--- config.mk ---
export PLATFORM = sky130hd
export DESIGN_NAME = dbg_top
export DESIGN_NICKNAME = d
export VERILOG_FILES = /design/src/dbg_frame_pkg.sv /design/src/dbg_bus_pkg.sv /design/src/dbg_req_ack_master.sv /design/src/dbg_bus_module.sv /design/src/dbg_cpu_module.sv /design/src/dbg_top.sv
export SDC_FILE = /design/constraint.sdc
export NUM_CORES = 1
export LEC_CHECK = 0
export ABC_CLOCK_PERIOD_IN_PS = 3300
export BUFFER_PORTS_ARGS = -buffer_cell sky130_fd_sc_hd__buf_2
export CORE_MARGIN = 3
export CORE_UTILIZATION = 29
export DETAILED_ROUTE_END_ITERATION = 10
export SLEW_MARGIN = 20
export SYNTH_ARGS = -nofsm -noshare
export SYNTH_HDL_FRONTEND = slang
export SYNTH_HIERARCHICAL = 1
export SYNTH_SLANG_ARGS = --single-unit
--- constraint.sdc ---
create_clock -name tck_i -period 3.3 [get_ports tck_i]
set_clock_uncertainty 0.05 [all_clocks]
set_input_delay 0.33 -clock tck_i [delete_from_list [all_inputs] [get_ports tck_i]]
set_output_delay 0.33 -clock tck_i [all_outputs]
set_load 0.005 [all_outputs]
--- src/dbg_frame_pkg.sv ---
//////////////////////////////////////////////////////////////////////
// Debug unit frame layout as it is shifted in from the TAP
// Select flag, payload union, opcodes, module IDs and the strobes
// that the top level hands to each debug module
//////////////////////////////////////////////////////////////////////

`default_nettype none

package dbg_frame_pkg;

  // Input frame and response widths, both shifted LSB first
  localparam int unsigned FRAME_W = 53;
  localparam int unsigned RESP_W  = 33;

  // Module commands
  typedef enum logic [3:0] {
    OP_NOP      = 4'd0,
    OP_BUS_WR   = 4'd1,
    OP_BUS_RD   = 4'd2,
    OP_CPU_CTRL = 4'd3
  } dbg_op_e;

  // IDs 2 and 3 are left empty
  typedef enum logic [1:0] {
    MOD_BUS = 2'd0,
    MOD_CPU = 2'd1
  } dbg_mod_id_e;

  // Payload seen as a module select
  typedef struct packed {
    dbg_mod_id_e id;
    logic [49:0] pad;
  } dbg_sel_t;

  // Payload seen as a module command
  typedef struct packed {
    dbg_op_e     op;
    logic [15:0] addr;
    logic [31:0] data;
  } dbg_cmd_t;

  // Same 52 bits, decoding picked by the select flag
  typedef union packed {
    dbg_sel_t sel;
    dbg_cmd_t cmd;
  } dbg_payload_u;

  typedef struct packed {
    logic         sel_flag;
    dbg_payload_u payload;
  } dbg_frame_t;

  // Per-module DR strobes, already gated by selection
  typedef struct packed {
    logic cmd;
    logic capture;
    logic shift;
  } dbg_strobe_t;

endpackage

`default_nettype wire

--- src/dbg_bus_pkg.sv ---
//////////////////////////////////////////////////////////////////////
// Memory-side bus of the debug unit
// Request and response words of the four-phase req/ack port
//////////////////////////////////////////////////////////////////////

`default_nettype none

package dbg_bus_pkg;

  localparam int unsigned BUS_AW = 16;
  localparam int unsigned BUS_DW = 32;

  // Held stable by the master while req is high
  typedef struct packed {
    logic              we;
    logic [BUS_AW-1:0] addr;
    logic [BUS_DW-1:0] wdata;
  } bus_req_t;

  // Valid while ack is high
  typedef struct packed {
    logic [BUS_DW-1:0] rdata;
  } bus_rsp_t;

endpackage

`default_nettype wire

--- src/dbg_req_ack_master.sv ---
//////////////////////////////////////////////////////////////////////
// Four-phase req/ack master for single bus transfers
// Gives up after RESP_TIMEOUT cycles without ack and flags an error
//////////////////////////////////////////////////////////////////////

`timescale 1ns/100ps
`default_nettype none

module dbg_req_ack_master #(
  parameter int unsigned RESP_TIMEOUT = 64
) (
  input  wire                              tck_i,
  input  wire                              rst_i,
  input  wire                              start_i,
  input  dbg_bus_pkg::bus_req_t            req_i,
  input  wire                              bus_ack_i,
  input  dbg_bus_pkg::bus_rsp_t            bus_rsp_i,
  output dbg_bus_pkg::bus_req_t            bus_req_o,
  output logic                             bus_req_valid_o,
  output logic                             busy_o,
  output logic                             done_o,
  output logic                             err_o,
  output logic [dbg_bus_pkg::BUS_DW-1:0]   rdata_o
);

  localparam int unsigned CNT_W = $clog2(RESP_TIMEOUT + 1);

  // Done comes right after req drops, release waits for ack low
  typedef enum logic [1:0] {
    ST_IDLE,
    ST_REQ,
    ST_DONE,
    ST_REL
  } state_e;

  state_e           state_q;
  logic [CNT_W-1:0] cnt_q;
  logic             err_q;

  always_ff @(posedge tck_i or posedge rst_i) begin
    if (rst_i) begin
      state_q <= ST_IDLE;
      cnt_q   <= '0;
      err_q   <= 1'b0;
    end else begin
      case (state_q)
        ST_IDLE: begin
          if (start_i) begin
            state_q <= ST_REQ;
            cnt_q   <= '0;
            err_q   <= 1'b0;
          end
        end
        ST_REQ: begin
          if (bus_ack_i) begin
            state_q <= ST_DONE;
          end else if (cnt_q == CNT_W'(RESP_TIMEOUT - 1)) begin
            // No ack in time, memory will not answer late
            state_q <= ST_DONE;
            err_q   <= 1'b1;
          end else begin
            cnt_q <= cnt_q + 1'b1;
          end
        end
        ST_DONE: state_q <= bus_ack_i ? ST_REL : ST_IDLE;
        ST_REL: begin
          if (!bus_ack_i) begin
            state_q <= ST_IDLE;
          end
        end
        default: state_q <= ST_IDLE;
      endcase
    end
  end

  // Request word and read data
  always_ff @(posedge tck_i) begin
    if (state_q == ST_IDLE && start_i) begin
      bus_req_o <= req_i;
    end
    if (state_q == ST_REQ && bus_ack_i) begin
      rdata_o <= bus_rsp_i.rdata;
    end
  end

  assign bus_req_valid_o = (state_q == ST_REQ);
  assign busy_o          = (state_q != ST_IDLE);
  assign done_o          = (state_q == ST_DONE);
  assign err_o           = (state_q == ST_DONE) & err_q;

endmodule

`default_nettype wire

--- src/dbg_bus_module.sv ---
//////////////////////////////////////////////////////////////////////
// Bus debug module (ID 0)
// Turns bus opcodes into single req/ack transfers and keeps the last
// read data with the error bit for the 33-bit response
//////////////////////////////////////////////////////////////////////

`timescale 1ns/100ps
`default_nettype none

module dbg_bus_module #(
  parameter int unsigned RESP_TIMEOUT = 64
) (
  input  wire                        tck_i,
  input  wire                        rst_i,
  input  dbg_frame_pkg::dbg_strobe_t strobe_i,
  input  dbg_frame_pkg::dbg_cmd_t    cmd_i,
  input  wire                        bus_ack_i,
  input  dbg_bus_pkg::bus_rsp_t      bus_rsp_i,
  output logic                       tdo_o,
  output logic                       inhibit_o,
  output dbg_bus_pkg::bus_req_t      bus_req_o,
  output logic                       bus_req_valid_o
);

  import dbg_frame_pkg::*;
  import dbg_bus_pkg::*;

  logic              is_bus_op;
  logic              start;
  bus_req_t          req_n;
  logic              busy;
  logic              done;
  logic              xfer_err;
  logic [BUS_DW-1:0] rdata;

  logic [BUS_DW-1:0] data_q;
  logic [BUS_DW-1:0] data_n;
  logic              err_q;
  logic              err_n;
  logic [RESP_W-1:0] resp_q;

  //////////////////////////////////////////////////////////////////////
  // Command decode
  //////////////////////////////////////////////////////////////////////

  assign is_bus_op = (cmd_i.op == OP_BUS_WR) | (cmd_i.op == OP_BUS_RD);
  // Commands that arrive mid-transfer are dropped
  assign start = strobe_i.cmd & is_bus_op & ~busy;

  assign req_n = '{we: (cmd_i.op == OP_BUS_WR), addr: cmd_i.addr, wdata: cmd_i.data};

  dbg_req_ack_master #(
    .RESP_TIMEOUT (RESP_TIMEOUT)
  ) dbg_req_ack_master_i (
    .tck_i           (tck_i),
    .rst_i           (rst_i),
    .start_i         (start),
    .req_i           (req_n),
    .bus_ack_i       (bus_ack_i),
    .bus_rsp_i       (bus_rsp_i),
    .bus_req_o       (bus_req_o),
    .bus_req_valid_o (bus_req_valid_o),
    .busy_o          (busy),
    .done_o          (done),
    .err_o           (xfer_err),
    .rdata_o         (rdata)
  );

  // Whole transfer, ack release included, holds off reselection
  assign inhibit_o = busy;

  //////////////////////////////////////////////////////////////////////
  // Result of the last transfer
  //////////////////////////////////////////////////////////////////////

  // Next-state view also feeds capture, so a capture in the done
  // cycle already sees the new result
  always_comb begin
    data_n = data_q;
    err_n  = err_q;
    if (done) begin
      err_n = xfer_err;
      // Writes and timeouts keep the old read data
      if (!xfer_err && !bus_req_o.we) begin
        data_n = rdata;
      end
    end
  end

  always_ff @(posedge tck_i or posedge rst_i) begin
    if (rst_i) begin
      data_q <= '0;
      err_q  <= 1'b0;
    end else begin
      data_q <= data_n;
      err_q  <= err_n;
    end
  end

  //////////////////////////////////////////////////////////////////////
  // Response shifter
  //////////////////////////////////////////////////////////////////////

  // Error on top, read data below, zeros fill from the top
  always_ff @(posedge tck_i or posedge rst_i) begin
    if (rst_i) begin
      resp_q <= '0;
    end else if (strobe_i.capture) begin
      resp_q <= {err_n, data_n};
    end else if (strobe_i.shift) begin
      resp_q <= {1'b0, resp_q[RESP_W-1:1]};
    end
  end

  assign tdo_o = resp_q[0];

endmodule

`default_nettype wire

--- src/dbg_cpu_module.sv ---
//////////////////////////////////////////////////////////////////////
// CPU debug module (ID 1)
// Stall and reset controls, sticky breakpoint flag and the 33-bit
// status response
//////////////////////////////////////////////////////////////////////

`timescale 1ns/100ps
`default_nettype none

module dbg_cpu_module (
  input  wire                        tck_i,
  input  wire                        rst_i,
  input  dbg_frame_pkg::dbg_strobe_t strobe_i,
  input  dbg_frame_pkg::dbg_cmd_t    cmd_i,
  input  wire                        cpu_bp_i,
  output logic                       tdo_o,
  output logic                       inhibit_o,
  output logic                       cpu_stall_o,
  output logic                       cpu_rst_o
);

  import dbg_frame_pkg::*;

  logic              ctrl_wr;
  logic              stall_q;
  logic              rst_q;
  logic              bp_q;
  logic [RESP_W-1:0] resp_q;

  //////////////////////////////////////////////////////////////////////
  // Control register
  //////////////////////////////////////////////////////////////////////

  assign ctrl_wr = strobe_i.cmd & (cmd_i.op == OP_CPU_CTRL);

  always_ff @(posedge tck_i or posedge rst_i) begin
    if (rst_i) begin
      stall_q <= 1'b0;
      rst_q   <= 1'b0;
      bp_q    <= 1'b0;
    end else begin
      if (ctrl_wr) begin
        stall_q <= cmd_i.data[0];
        rst_q   <= cmd_i.data[1];
        // Writing the control word acknowledges the breakpoint
        bp_q    <= 1'b0;
      end
      // Breakpoint wins over a write in the same cycle
      if (cpu_bp_i) begin
        stall_q <= 1'b1;
        bp_q    <= 1'b1;
      end
    end
  end

  assign cpu_stall_o = stall_q;
  assign cpu_rst_o   = rst_q;

  // Updates are single cycle, never busy
  assign inhibit_o = 1'b0;

  //////////////////////////////////////////////////////////////////////
  // Response shifter
  //////////////////////////////////////////////////////////////////////

  // Stall in bit 0, reset in bit 1, breakpoint in bit 2
  always_ff @(posedge tck_i or posedge rst_i) begin
    if (rst_i) begin
      resp_q <= '0;
    end else if (strobe_i.capture) begin
      resp_q <= {{(RESP_W-3){1'b0}}, bp_q, rst_q, stall_q};
    end else if (strobe_i.shift) begin
      resp_q <= {1'b0, resp_q[RESP_W-1:1]};
    end
  end

  assign tdo_o = resp_q[0];

endmodule

`default_nettype wire

--- src/dbg_top.sv ---
//////////////////////////////////////////////////////////////////////
// Top level of the JTAG debug unit
// Collects the 53-bit frame, latches the module selection, gates the
// DR strobes per module and muxes TDO back to the TAP
//////////////////////////////////////////////////////////////////////

`timescale 1ns/100ps
`default_nettype none

module dbg_top #(
  // Cycles to wait for a bus ack
  parameter int unsigned RESP_TIMEOUT = 64
) (
  input  wire                    tck_i,
  input  wire                    rst_i,
  // TAP side
  input  wire                    tdi_i,
  input  wire                    shift_dr_i,
  input  wire                    capture_dr_i,
  input  wire                    update_dr_i,
  input  wire                    debug_select_i,
  output logic                   tdo_o,
  // Memory side
  output dbg_bus_pkg::bus_req_t  bus_req_o,
  output logic                   bus_req_valid_o,
  input  wire                    bus_ack_i,
  input  dbg_bus_pkg::bus_rsp_t  bus_rsp_i,
  // CPU side
  input  wire                    cpu_bp_i,
  output logic                   cpu_stall_o,
  output logic                   cpu_rst_o
);

  import dbg_frame_pkg::*;

  dbg_frame_t  frame_q;
  dbg_mod_id_e mod_sel_q;

  logic        dr_cmd;
  logic        dr_cap;
  logic        dr_shift;
  logic        sel_upd;
  logic        bus_hit;
  logic        cpu_hit;
  dbg_strobe_t bus_stb;
  dbg_strobe_t cpu_stb;
  logic        bus_tdo;
  logic        cpu_tdo;
  logic        bus_inhibit;
  logic        cpu_inhibit;
  logic        select_inhibit;

  //////////////////////////////////////////////////////////////////////
  // Frame shift register and module selection
  //////////////////////////////////////////////////////////////////////

  assign dr_shift = debug_select_i & shift_dr_i;
  assign dr_cap   = debug_select_i & capture_dr_i;
  // Update with flag clear is a module command
  assign dr_cmd   = debug_select_i & update_dr_i & ~frame_q.sel_flag;

  // Busy module freezes the selection
  assign select_inhibit = bus_inhibit | cpu_inhibit;
  assign sel_upd = debug_select_i & update_dr_i & frame_q.sel_flag & ~select_inhibit;

  // tdi enters at the top, frame is complete after 53 shifts
  always_ff @(posedge tck_i or posedge rst_i) begin
    if (rst_i) begin
      frame_q <= '0;
    end else if (dr_shift) begin
      frame_q <= {tdi_i, frame_q[FRAME_W-1:1]};
    end
  end

  always_ff @(posedge tck_i or posedge rst_i) begin
    if (rst_i) begin
      mod_sel_q <= MOD_BUS;
    end else if (sel_upd) begin
      mod_sel_q <= frame_q.payload.sel.id;
    end
  end

  //////////////////////////////////////////////////////////////////////
  // Strobe gating
  //////////////////////////////////////////////////////////////////////

  assign bus_hit = (mod_sel_q == MOD_BUS);
  assign cpu_hit = (mod_sel_q == MOD_CPU);

  assign bus_stb = '{cmd: dr_cmd & bus_hit, capture: dr_cap & bus_hit, shift: dr_shift & bus_hit};
  assign cpu_stb = '{cmd: dr_cmd & cpu_hit, capture: dr_cap & cpu_hit, shift: dr_shift & cpu_hit};

  dbg_bus_module #(
    .RESP_TIMEOUT (RESP_TIMEOUT)
  ) dbg_bus_module_i (
    .tck_i           (tck_i),
    .rst_i           (rst_i),
    .strobe_i        (bus_stb),
    .cmd_i           (frame_q.payload.cmd),
    .bus_ack_i       (bus_ack_i),
    .bus_rsp_i       (bus_rsp_i),
    .tdo_o           (bus_tdo),
    .inhibit_o       (bus_inhibit),
    .bus_req_o       (bus_req_o),
    .bus_req_valid_o (bus_req_valid_o)
  );

  dbg_cpu_module dbg_cpu_module_i (
    .tck_i       (tck_i),
    .rst_i       (rst_i),
    .strobe_i    (cpu_stb),
    .cmd_i       (frame_q.payload.cmd),
    .cpu_bp_i    (cpu_bp_i),
    .tdo_o       (cpu_tdo),
    .inhibit_o   (cpu_inhibit),
    .cpu_stall_o (cpu_stall_o),
    .cpu_rst_o   (cpu_rst_o)
  );

  // TDO mux, empty IDs read as zero
  always_comb begin
    case (mod_sel_q)
      MOD_BUS: tdo_o = bus_tdo;
      MOD_CPU: tdo_o = cpu_tdo;
      default: tdo_o = 1'b0;
    endcase
  end

endmodule

`default_nettype wire

* After elaboration in Yosys (flattened, before gate mapping)
Index checks and enable logic that the tools add are counted.
Cells by class: multiplexer cells 26, reduce and logical (&&, ||, !) cells 15, $add $sub $neg 1, equal/unequal tests 14, bitwise logic cells 19
Operators by type and width (count):
- $mux 33 | 4
- $mux 32 | 2
- $mux 7 | 3
- $and 1x1->1 | 16
- $pmux 7 s2 | 1
- $mux 2 | 5
- $reduce_bool 2->1 | 5
- $eq 4x2->1 const B | 2
- $mux 1 | 8
- $ne 2x2->1 const B | 4
- $pmux 2 s4 | 1
- $reduce_and 4->1 | 2
- $add 7x1->7 const B | 1
- $eq 7x6->1 const B | 1
- $eq 2x1->1 const B | 2
- $eq 2x2->1 const B | 2
- $eq 4x1->1 const B | 1
- $logic_not 2->1 | 2
- $pmux 1 s2 | 2
- $logic_and 1x1->1 | 3
- $ne 3x1->1 const B | 1
- $reduce_and 3->1 | 1
- $logic_not 1->1 | 2
- $ne 2x1->1 const B | 1
- 2 further kinds | 3
Word-level totals: register bits 248, input port bits 41, output and inout port bits 53

* Longest topological paths before layout
Gate-level depths: netlist (run 1).
depth in word-level cells 7, gate-level depth with buffers 8, gate-level depth less buffers 8

* By module
Netlist (run 1), hierarchy kept.
By module, submodules not included:
- dbg_req_ack_master | cells an instance 132, area each 2945.3 sq um, times used 1
- dbg_bus_module | cells an instance 290, area each 2901.5 sq um, times used 1
- dbg_top | cells an instance 129, area each 2105.8 sq um, times used 1
- dbg_cpu_module | cells an instance 25, area each 275.3 sq um, times used 1

* Worst setup path before layout (run 1)
OpenSTA, ideal clock, no wires.
kind register to register, from register dbg_bus_module_i.dbg_req_ack_master_i.state_q[1], to register dbg_bus_module_i.dbg_req_ack_master_i.cnt_q[3], data required time 3.126 ns, cell stages (with the launch flop) 9, arrival time 2.625 ns, clock period less this slack 2.799 ns, path slack 0.501 ns, library setup time 0.124 ns, path through dfrtp_1 -> nor2_1 -> inv_1 -> nand2b_1 -> nor4_1 -> nand2_1 -> inv_1 -> nor2_1 -> a211o_1
On the way: cells in the longest elaborated chain, start to end 5
RTL lines:
- start: declaration | line dbg_req_ack_master.sv:36 | state_e state_q;
- start signal: assignment | line dbg_req_ack_master.sv:65 | ST_DONE: state_q <= bus_ack_i ? ST_REL : ST_IDLE;
- $reduce_bool 2->1 | line dbg_req_ack_master.sv:87 | assign busy_o = (state_q != ST_IDLE);
- net bus_inhibit | line dbg_top.sv:49 | logic bus_inhibit;
- $not 1->1 | line dbg_bus_module.sv:48 | assign start = strobe_i.cmd & is_bus_op & ~busy;
- $and 1x1->1 | line dbg_bus_module.sv:48
- net dbg_bus_module_i.start | line dbg_bus_module.sv:29 | logic start;
- $ne 2x2->1 (no source line)
- $reduce_and 4->1 (no source line)
- end signal: assignment | line dbg_req_ack_master.sv:62 | cnt_q <= cnt_q + 1'b1;
- end: declaration | line dbg_req_ack_master.sv:37 | logic [CNT_W-1:0] cnt_q;
The timed path passes the listed nets, and every way through them passes these cells. A chain may end at the register's enable or synchronous reset.

==> flow_summary.ini, run 1 <==
[status]
status = finished clean

[synthesis]
synth_xor_area_frac = 0.00213
synth_seq_cells = 218
synthFlopType = dfrtp_1
synth-compound-area-share = 0.0655
netlist.top_cell.by_area = dfrtp_1
synth-simple-area-share = 0.109
synth_top_family_by_area = simple AND/OR/NAND/NOR gates
synthArstFlopShare = 0.628
synth_nets = 618
synth_mux_area_frac = 0.0880
synthAdderAreaFrac = 0.00152
seq_area_frac_synth = 0.712
yosys_warnings = 6
synth.area.top_cells = dfrtp_1 42%, edfxtp_1 30%, mux2_2 7.5%, nand2_1 4.0%, a211oi_1 2.9%
synth_edf_count = 81
ys_top_cells_by_count = 137 x dfrtp_1, 88 x nand2_1, 81 x edfxtp_1, 55 x mux2_2, 33 x nor2b_1
synth.distinct_cells = 40
synth.avg_cell_area_sq_um = 14.3
syn_area_sq_um = 8230
synth_top_area_frac = 0.417
synth_cells = 576
synth.most_common_cell = dfrtp_1

[timing]
min_period_ns = 2.15
fin_crit_sh = 0.650
rsz0062_at_grt = no
hold_violations = 0
setup_slack_ns = 1.15
slew_violations = 0
max_slew.worst_pin.slew_ns = 0.830
max_freq_ghz = 0.466
holdWs_ns = 0.100
setup_tns_ns = 0
relSlewSlack = 0.446
finalSetupViolCount = 0

[floorplan]
die_w_um = 174
die_area_sq_um = 30400
start_util = 0.295
die_h_um = 174
core_sq_um = 27900
rows = 61
io_pins = 94

[clocking]
clk_path_buf_depth = 3
clock_sinks = 218
clk_pin_slew_ns = 0.06
cts-root-buf = clkbuf_16
cts_made_buffers = 24
h-tree-depth = 1
clk_latency_ns = 0.51
cts_tree = yes

[worst_setup_path]
ff2ff_path_depth = 6
path_delay_family = simple AND/OR/NAND/NOR gates
crit_chain = nor4_1 > nand2b_1 > nor4_1 > nand2_1 > inv_2 > buf_4
rr_endpoint = dbg_bus_module_i/dbg_req_ack_master_i/bus_req_o[7]
crit_top_cell = nor4_1
r2r_setup_slack_ns = 1.15
endpoint_kind = flip-flop
cp.arrival_ns = 2.28
worstSetupPathType = flip-flop to flip-flop
crit_path_top_delay_cell = dfrtp_1
startpoint_type = flip-flop
critPathMaxStageDelay_ns = 0.45
worstPathMaxFanout = 20
r2r-start = mod_sel_q[0]
worst-path-buf-inv = 2
worstPathRequired_ns = 3.44

[placement]
dpl-instance-area_sq_um = 9130
dp_hpwl_um = 9980
post-place-ws_ns = 1.15
place.gp.congestion = 0.729
portBuffers = 93

[finish]
drive_above_1_share = 0.317
area_delta_synth_final_pct = 24.2
final_cell_area_sq_um = 10200
n_fill_cell = 2744
n_antenna_cell = 0
fin_nets = 756

[min_path]
min-delay-path-class = input pin to flip-flop
min_to = dbg_bus_module_i/dbg_req_ack_master_i/state_q[0]
holdPathStages = 2
hp-start = bus_ack_i

[detailed_routing]
drc = 0
drtAntennaViolNets = 0
dr.first_iter.drc_count = 234
wire_per_inst_um = 14.5
drt_wl_total_um = 16000
vias = 4791
drtPass1Iterations = 4
viasPerCell = 4.32

[power]
internal-power_mw = 5.47
power.density_nw_per_um2 = 736
p_leak_nw = 4.47
netSwitchingFraction = 0.273
power_frac_seq = 0.498
pwr-share-comb = 0.174
p_sw_mw = 2.05
ir_worst_vdd_uv = 407
clockPowerShare = 0.329

[grt]
grt_use_total = 0.105
antenna_found_initial = 1
grt_start_max_net_pins = 67
grt_pass1_vias = 5051
grt_pass1_wl_um = 26500
grt_remaining_overflow = 0

[job]
drv_cap = 0
per-layer routing:
| metal | vias to the layer above | part of all wire | global-route usage |
|---|---|---|---|
| met5 | - | 0.00044 | 0 |
| met4 | 2 | 0.017 | 0.0241 |
| met3 | 23 | 0.060 | 0.0312 |
| met2 | 86 | 0.48 | 0.173 |
| met1 | 2351 | 0.44 | 0.139 |
| li1 | 2329 | - | - |
layout make-up:
class | instances | area (sq um) | area share
clock buffer | 33 | 666 | 0.0651
inverter | 7 | 27.5 | 0.00269
sequential | 218 | 5860 | 0.574
timing repair buffer | 139 | 911 | 0.0891
clock inverter | 11 | 71.3 | 0.00698
tap | 378 | 473 | 0.0463
multi-input combinational | 324 | 2210 | 0.216
registers in the layout, indices dropped and copies added, names as in the netlist:
| name | flops |
|---|---|
| frame_q | 53 |
| dbg_bus_module_i/dbg_req_ack_master_i/bus_req_o | 49 |
| dbg_bus_module_i/resp_q | 33 |
| dbg_bus_module_i/data_q | 32 |
| dbg_bus_module_i/dbg_req_ack_master_i/rdata_o | 32 |
| dbg_bus_module_i/dbg_req_ack_master_i/cnt_q | 7 |
| dbg_cpu_module_i/resp_q | 3 |
| dbg_bus_module_i/dbg_req_ack_master_i/state_q | 2 |
| mod_sel_q | 2 |
| dbg_bus_module_i/dbg_req_ack_master_i/err_q | 1 |
| dbg_bus_module_i/err_q | 1 |
| dbg_cpu_module_i/bp_q | 1 |
| dbg_cpu_module_i/cpu_rst_o | 1 |
| dbg_cpu_module_i/cpu_stall_o | 1 |
cell usage in the layout (no fill, tap or decap), drive strengths merged, types with 6 or more instances in the layout:
master	n
a211oi	32
a31oi	32
buf	104
clkbuf	33
clkinv	11
dfrtp	137
dlygate4sd3	35
edfxtp	81
inv	7
mux2	58
mux2i	6
nand2	108
nand2b	6
nor2	11
nor2b	33
stage by stage:
stage | total power, mW | utilization | std cells
after global routing | 7.99 | 0.367 | 1110
after CTS | 7.65 | 0.367 | 1110
after detailed placement | 5.08 | 0.328 | 1031
final | 7.52 | 0.367 | 1110
after floorplan | 4.75 | - | 576
after global placement | 5.04 | 0.328 | 1031
worst max path at each step:
stage                                                     startpoint  cells after the start                                                 end  slack, ns
finish                                                  mod_sel_q[0]                      6  dbg_bus_module_i/dbg_req_ack_master_i/bus_req_o[7]       1.15
global route        dbg_bus_module_i/dbg_req_ack_master_i/state_q[1]                      7  dbg_bus_module_i/dbg_req_ack_master_i/bus_req_o[8]       0.94
CTS                                                     mod_sel_q[0]                      6  dbg_bus_module_i/dbg_req_ack_master_i/bus_req_o[8]       1.15
detailed placement                                    debug_select_i                      8                                           flip-flop       1.15
global placement                                      debug_select_i                      8                                           flip-flop       1.17
floorplan           dbg_bus_module_i/dbg_req_ack_master_i/state_q[1]                      8      dbg_bus_module_i/dbg_req_ack_master_i/cnt_q[3]       0.50
cell families (layout without fill, tap and decap cells):
group / Yosys count / after routing
other cells: 1 / 1
flops: 218 / 218
compound gates: 78 / 78
buf+inv: 34 / 190
mux: 64 / 64
xor+xnor: 2 / 2
fa+ha+maj: 1 / 1
simple gates: 178 / 178
what timing repair did:
action                    in CTS  in global routing
setup buffers                  0                  0
hold buffers                  35                  0
resized for setup              0                  0
hold endpoints to repair      85                  0
power by group through the flow:
stage / registers, mW / logic [mW] / clock network (mW)
floorplan: 3.69 / 1.05 / 0
global placement: 3.78 / 1.26 / 0
detailed placement: 3.79 / 1.29 / 0
CTS: 3.75 / 1.33 / 2.57
global route: 3.82 / 1.50 / 2.67
finish: 3.74 / 1.31 / 2.47
No activity file was read; power rests on OpenSTA's default activity.
==> inputs of run 2 (changes only) <==
--- a/config.mk
+++ b/config.mk
@@ -5,7 +5,8 @@
 export SDC_FILE = /design/constraint.sdc
 export NUM_CORES = 1
 export LEC_CHECK = 0
-export ABC_CLOCK_PERIOD_IN_PS = 3300
+export ABC_AREA = 1
+export ABC_CLOCK_PERIOD_IN_PS = 1800
 export BUFFER_PORTS_ARGS = -buffer_cell sky130_fd_sc_hd__buf_2
 export CORE_MARGIN = 3
 export CORE_UTILIZATION = 29
==> constraint.sdc (replaced) <==
create_clock -name tck_i -period 1.8 [get_ports tck_i]
set_clock_uncertainty 0.05 [all_clocks]
set_input_delay 0.18 -clock tck_i [delete_from_list [all_inputs] [get_ports tck_i]]
set_output_delay 0.18 -clock tck_i [all_outputs]
set_load 0.005 [all_outputs]
==> run 2 against run 1 <==
Net effect:
- the flow now finishes with violations (negative setup slack)
- synthesized area grew 3.1%
- worst setup slack lost 1.2 ns
- total power grew 91%
- core utilization grew 1.7 points
- flip-flop and latch count is the same
- maximum frequency grew 16%
- via count grew 24%
- synthesized cell count grew 39%
- clock power grew 98%
- final cell count grew 22%
- critical path depth grew 2
- largest cell class unchanged
- largest power group unchanged
- highest routed layer unchanged
==> flow_summary.ini, run 2 <==
[status]
status = complete, but fails checks
violations = negative setup slack

[detailed_routing]
drc = 0
drtPass1Iterations = 4
viasPerCell = 4.40
dr.first_iter.drc_count = 438
drt_wl_total_um = 18800
drtAntennaViolNets = 0
wire_per_inst_um = 14.0
vias = 5937

[timing]
max_freq_ghz = 0.538
rsz0062_at_grt = yes
max_slew.worst_pin.slew_ns = 0.544
relSlewSlack = 0.638
hold_violations = 0
setup_slack_ns = -0.0575
finalSetupViolCount = 49
slew_violations = 0
min_period_ns = 1.86
fin_crit_sh = 1.03

[synthesis]
synthArstFlopShare = 0.628
synth_edf_count = 81
netlist.top_cell.by_area = dfrtp_1
synthFlopType = dfrtp_1
synth.distinct_cells = 30
synth_nets = 842
yosys_warnings = 6
synth.most_common_cell = nand2_1
synth_top_family_by_area = simple AND/OR/NAND/NOR gates
synth_cells = 800
ys_top_cells_by_count = 273 x nand2_1, 141 x nand3_1, 137 x dfrtp_1, 81 x edfxtp_1, 36 x nor2_1
synth_xor_area_frac = 0.00207
synth_seq_cells = 218
synth.avg_cell_area_sq_um = 10.6
seq_area_frac_synth = 0.691
synth.area.top_cells = dfrtp_1 40%, edfxtp_1 29%, nand2_1 12%, nand3_1 8.3%, nor2_1 1.6%
synth-compound-area-share = 0.0133
syn_area_sq_um = 8480
synth_mux_area_frac = 0
synth_top_area_frac = 0.404
synthAdderAreaFrac = 0.00148
synth-simple-area-share = 0.248

[grt]
grt_pass1_vias = 5789
grt_use_total = 0.116
antenna_found_initial = 1
grt_pass1_wl_um = 30000
grt_start_max_net_pins = 56
grt_remaining_overflow = 0

[finish]
top_register = frame_q
reg_top3 = frame_q x53, dbg_bus_module_i/dbg_req_ack_master_i/bus_req_o x49, dbg_bus_module_i/resp_q x33
fin_nets = 995
drive_above_1_share = 0.202
largest_register_ffs = 53
most-common-layout-cells = 272 x nand2_1, 141 x nand3_1, 137 x dfrtp_1
final_common_cell = nand2_1
final_cell_area_sq_um = 10900
n_fill_cell = 2722
area_delta_synth_final_pct = 28.2

[floorplan]
die_w_um = 177
io_pins = 94
start_util = 0.300
die_area_sq_um = 31300
rows = 61
core_sq_um = 28300
die_h_um = 177

[power]
ir_worst_vdd_uv = 706
p_leak_nw = 5.10
p_total_mw = 14.4
power.density_nw_per_um2 = 1320

[worst_setup_path]
critPathMaxStageDelay_ns = 0.37
cp.arrival_ns = 2.04
startpoint_type = flip-flop
worstPathRequired_ns = 1.98
worstPathMaxFanout = 8
path_delay_family = simple AND/OR/NAND/NOR gates
crit_path_top_delay_cell = dfrtp_1
worstSetupPathType = flip-flop to flip-flop
worst-path-buf-inv = 3
endpoint_kind = flip-flop
crit_chain = or2_4 > nor3_2 > nand3b_1 > a21oi_2 > nand2_2 > clkinvlp_4 > buf_12 > clkbuf_16

[clocking]
cts-root-buf = clkbuf_16
clock_sinks = 218
h-tree-depth = 1
clk_pin_slew_ns = 0.06
cts_tree = yes
cts_made_buffers = 24
clk_path_buf_depth = 3
clk_latency_ns = 0.51

[placement]
dpl-instance-area_sq_um = 9540
dp_hpwl_um = 11300
place.gp.congestion = 0.739
portBuffers = 93

[min_path]
min-delay-path-class = input pin to flip-flop

[job]
drv_cap = 0
==> run 2: kinds of logic (layout without fill, tap and decap cells) <==
family                   after synthesis  after routing
XOR/XNOR                               2              2
AND/OR/NAND/NOR                      481            482
other                                  1              2
buffers and inverters                 76            246
flip-flops                           218            218
AO/OA/AOI/OAI                         21             21
adder cells (fa/ha/maj)                1              1
==> run 2: per-layer routing <==
| layer | vias up | share of wire | global-route usage |
|---|---|---|---|
| met5 | - | 0.00058 | 0 |
| met3 | 33 | 0.077 | 0.0414 |
| met4 | 2 | 0.024 | 0.0311 |
| met2 | 123 | 0.44 | 0.173 |
| li1 | 2949 | - | - |
| met1 | 2830 | 0.46 | 0.160 |
==> run 2: path summary, 6_finish.rpt <==
path | endpoint | slack, ns | depth (start not counted) | from
worst max-delay path | flip-flop | -0.06 | 8 | mod_sel_q[1]
worst min-delay path | frame_q[50] | 0.05 | 4 | debug_select_i
worst max register to register | flip-flop | -0.06 | 8 | mod_sel_q[1]
worst min register to register | dbg_bus_module_i/dbg_req_ack_master_i/bus_req_o[5] | 0.40 | 0 | frame_q[5]
max in group asynchronous | dbg_bus_module_i/data_q[20] | 0.95 | 4 | rst_i
min in group asynchronous | dbg_cpu_module_i/resp_q[0] | 0.16 | 3 | rst_i
==> run 2: worst register-to-register path: cells and delay by family, from the launching register on <==
| kind | cells | cell delay, ns |
|---|---|---|
| DFF | 1 | 0.37 |
| AOI/OAI and AO/OA | 1 | 0.15 |
| buffers and inverters | 3 | 0.39 |
| and+or+nand+nor | 4 | 0.61 |
==> run 2: cell type report <==
type / instances / area (sq um) / area share
clock buffer: 30 / 674 / 0.0620
timing repair buffer: 169 / 1330 / 0.122
tap: 378 / 473 / 0.0435
inverter: 33 / 131 / 0.0121
sequential: 218 / 5860 / 0.539
multi-input combinational: 507 / 2290 / 0.210
clock inverter: 14 / 121 / 0.0112
antenna: 1 / 2.50 / 0.000230
==> run 2: timing repair <==
item	4_1_cts	5_1_grt
cloned	0	6
hold buffers	39	1
setup buffers	0	3
resized for setup	0	2
endpoints found under the hold margin	180	1
pin swaps	0	3
endpoints found under the setup margin	27	53
==> run 2: power breakdown <==
part / internal (mW) / switching [mW] / leakage (nW)
registers: 6.18 / 0.449 / 2.54
clock network: 2.94 / 1.95 / 0.397
logic: 1.09 / 1.77 / 2.17
total: 10.2 / 4.16 / 5.10
==> run 2: per-stage QoR <==
| step | utilization | setup TNS (ns) | std cells | hold WS [ns] | setup WS [ns] |
|---|---|---|---|---|---|
| finish | 0.384 | -2.17 | 1350 | 0.0510 | -0.0575 |
| global route | 0.384 | -7.81 | 1349 | 0.0568 | -0.170 |
| CTS | 0.379 | -0.158 | 1340 | 0.00291 | -0.0143 |
| detailed placement | 0.337 | 0 | 1257 | 0.113 | 0.0146 |
| global placement | 0.337 | 0 | 1257 | 0.109 | 0.0327 |
| floorplan | - | -12.26 | 800 | -0.0790 | -0.248 |
==> inputs of run 3 (changes only) <==
--- a/config.mk
+++ b/config.mk
@@ -8,6 +8,7 @@
 export ABC_AREA = 1
 export ABC_CLOCK_PERIOD_IN_PS = 1800
 export BUFFER_PORTS_ARGS = -buffer_cell sky130_fd_sc_hd__buf_2
+export CORE_ASPECT_RATIO = 0.9
 export CORE_MARGIN = 3
 export CORE_UTILIZATION = 29
 export DETAILED_ROUTE_END_ITERATION = 10
==> run 3 against run 2 <==
Net effect:
- the run now ends clean
- final cell count rose by 0.37%
- sequential share of layout area rose by 0.16 points
- critical path type unchanged
- register-to-register slack improved by 0.08 ns
- wire length rose by 1.0%
==> flow_summary.ini, run 3 (synthesis results as in run 2) <==
[power]
ir_worst_vdd_uv = 645
power.density_nw_per_um2 = 1360
p_leak_nw = 5.08

[timing]
relSlewSlack = 0.641
max_slew.worst_pin.slew_ns = 0.539
setup_slack_ns = 0.0243
min_period_ns = 1.78
fin_crit_sh = 0.987
finalSetupViolCount = 0
rsz0062_at_grt = yes
slew_violations = 0
max_freq_ghz = 0.563
hold_violations = 0

[finish]
top_register = frame_q
area_delta_synth_final_pct = 27.9
drive_above_1_share = 0.199
post-route-util = 0.382
n_antenna_cell = 0
most-common-layout-cells = 272 x nand2_1, 141 x nand3_1, 137 x dfrtp_1
final_common_cell = nand2_1
reg_top3 = frame_q x53, dbg_bus_module_i/dbg_req_ack_master_i/bus_req_o x49, dbg_bus_module_i/resp_q x33
final_cell_area_sq_um = 10800
largest_register_ffs = 53
n_fill_cell = 2815
fin_nets = 989

[floorplan]
rows = 58
die_w_um = 186
die_h_um = 168
core_sq_um = 28400
io_pins = 94
die_area_sq_um = 31300
start_util = 0.299

[clocking]
clk_latency_ns = 0.50
cts_made_buffers = 24
clk_pin_slew_ns = 0.06
clk_path_buf_depth = 3
clock_sinks = 218
cts_tree = yes
h-tree-depth = 1
cts-root-buf = clkbuf_16

[worst_setup_path]
r2r_setup_slack_ns = 0.02
endpoint_kind = flip-flop
cp.arrival_ns = 1.93
startpoint_type = flip-flop
worstPathRequired_ns = 1.96
ff2ff_path_depth = 7
crit_start = mod_sel_q[1]
worstPathMaxFanout = 20
r2r-start = mod_sel_q[1]
worstSetupPathType = flip-flop to flip-flop

[grt]
grt_use_total = 0.120
antenna_found_initial = 0
met2_usage = 0.182
grt_start_max_net_pins = 50
grt_remaining_overflow = 0
top_usage_layer = met2
grt_pass1_wl_um = 30900
met1_usage = 0.180
met3_usage = 0.0181
grt_pass1_vias = 5729

[placement]
portBuffers = 93
post-place-ws_ns = 0.0356
dpl-instance-area_sq_um = 9610
place.gp.congestion = 0.733
dp_hpwl_um = 11900

[detailed_routing]
drtPass1Iterations = 5
drtAntennaViolNets = 0
dr.first_iter.drc_count = 493
drc = 0
viasPerCell = 4.39
vias = 5943
drt_wl_total_um = 19000
wire_per_inst_um = 14.0

[job]
drv_cap = 0

[min_path]
min-delay-path-class = input pin to flip-flop

[status]
status = finished clean
run 3: cell count changes in the layout (fill, tap and decap cells not counted), sizes merged:
cell,before,now
clkinv,10,6
bufinv,2,5
dlygate4sd3,39,36
inv,33,31
diode,1,0
run 3: worst max-delay path, stage by stage, from the launching register on:
cell and delay [ns]:
dfrtp_1 0.38, or2_4 0.27, nor3_2 0.10, nand3b_1 0.10, a21oi_2 0.15, nand2_2 0.09, clkinvlp_4 0.15, buf_12 0.18
run 3: through the flow:
| stage | power (mW) | setup TNS [ns] | hold WS [ns] | instances |
|---|---|---|---|---|
| 4_1_cts | 14.9 | 0 | 0.120 | 1353 |
| 6_report | 14.7 | 0 | 0.133 | 1355 |
| 5_1_grt | 15.6 | -2.88 | 0.143 | 1355 |
| 2_1_floorplan | 8.57 | -12.26 | -0.0790 | 800 |
| 3_3_place_gp | 9.42 | 0 | 0.143 | 1273 |
| 3_5_place_dp | 9.51 | 0 | 0.148 | 1273 |
run 3: layer usage:
layer / vias to the layer above / routed length [um]
li1: 2944 / -
met1: 2847 / 9230
met2: 122 / 8630
met3: 30 / 779
met4: 0 / 397
met5: - / 0
run 3: repair_timing:
action	4_1_cts	5_1_grt
hold endpoints to repair	91	0
buffers inserted	0	1
hold buffers	36	0
endpoints found under the setup margin	0	51
resized for setup	0	2
run 3: layout make-up:
| cell class | instances | area, sq um | share of cell area |
|---|---|---|---|
| multi-input combinational | 507 | 2290 | 0.211 |
| sequential | 218 | 5860 | 0.541 |
| clock inverter | 11 | 178 | 0.0164 |
| inverter | 33 | 131 | 0.0121 |
| tap | 390 | 488 | 0.0450 |
| clock buffer | 33 | 676 | 0.0623 |
| timing repair buffer | 163 | 1220 | 0.113 |
run 3: worst min-delay path by stage:
stage	startpoint	to	slack, ns	depth (start not counted)
floorplan	rst_i	dbg_cpu_module_i/bp_q	-0.08	1
global placement	rst_i	dbg_cpu_module_i/resp_q[0]	0.14	2
detailed placement	rst_i	dbg_cpu_module_i/resp_q[0]	0.15	2
CTS	shift_dr_i	frame_q[49]	0.12	5
global route	shift_dr_i	frame_q[48]	0.14	5
finish	shift_dr_i	frame_q[49]	0.13	5
run 3: report_power, final:
part	switching (mW)	internal, mW	leakage [nW]
clock network	1.91	3.33	0.419
logic	1.78	1.10	2.12
registers	0.443	6.18	2.54
total	4.13	10.6	5.08
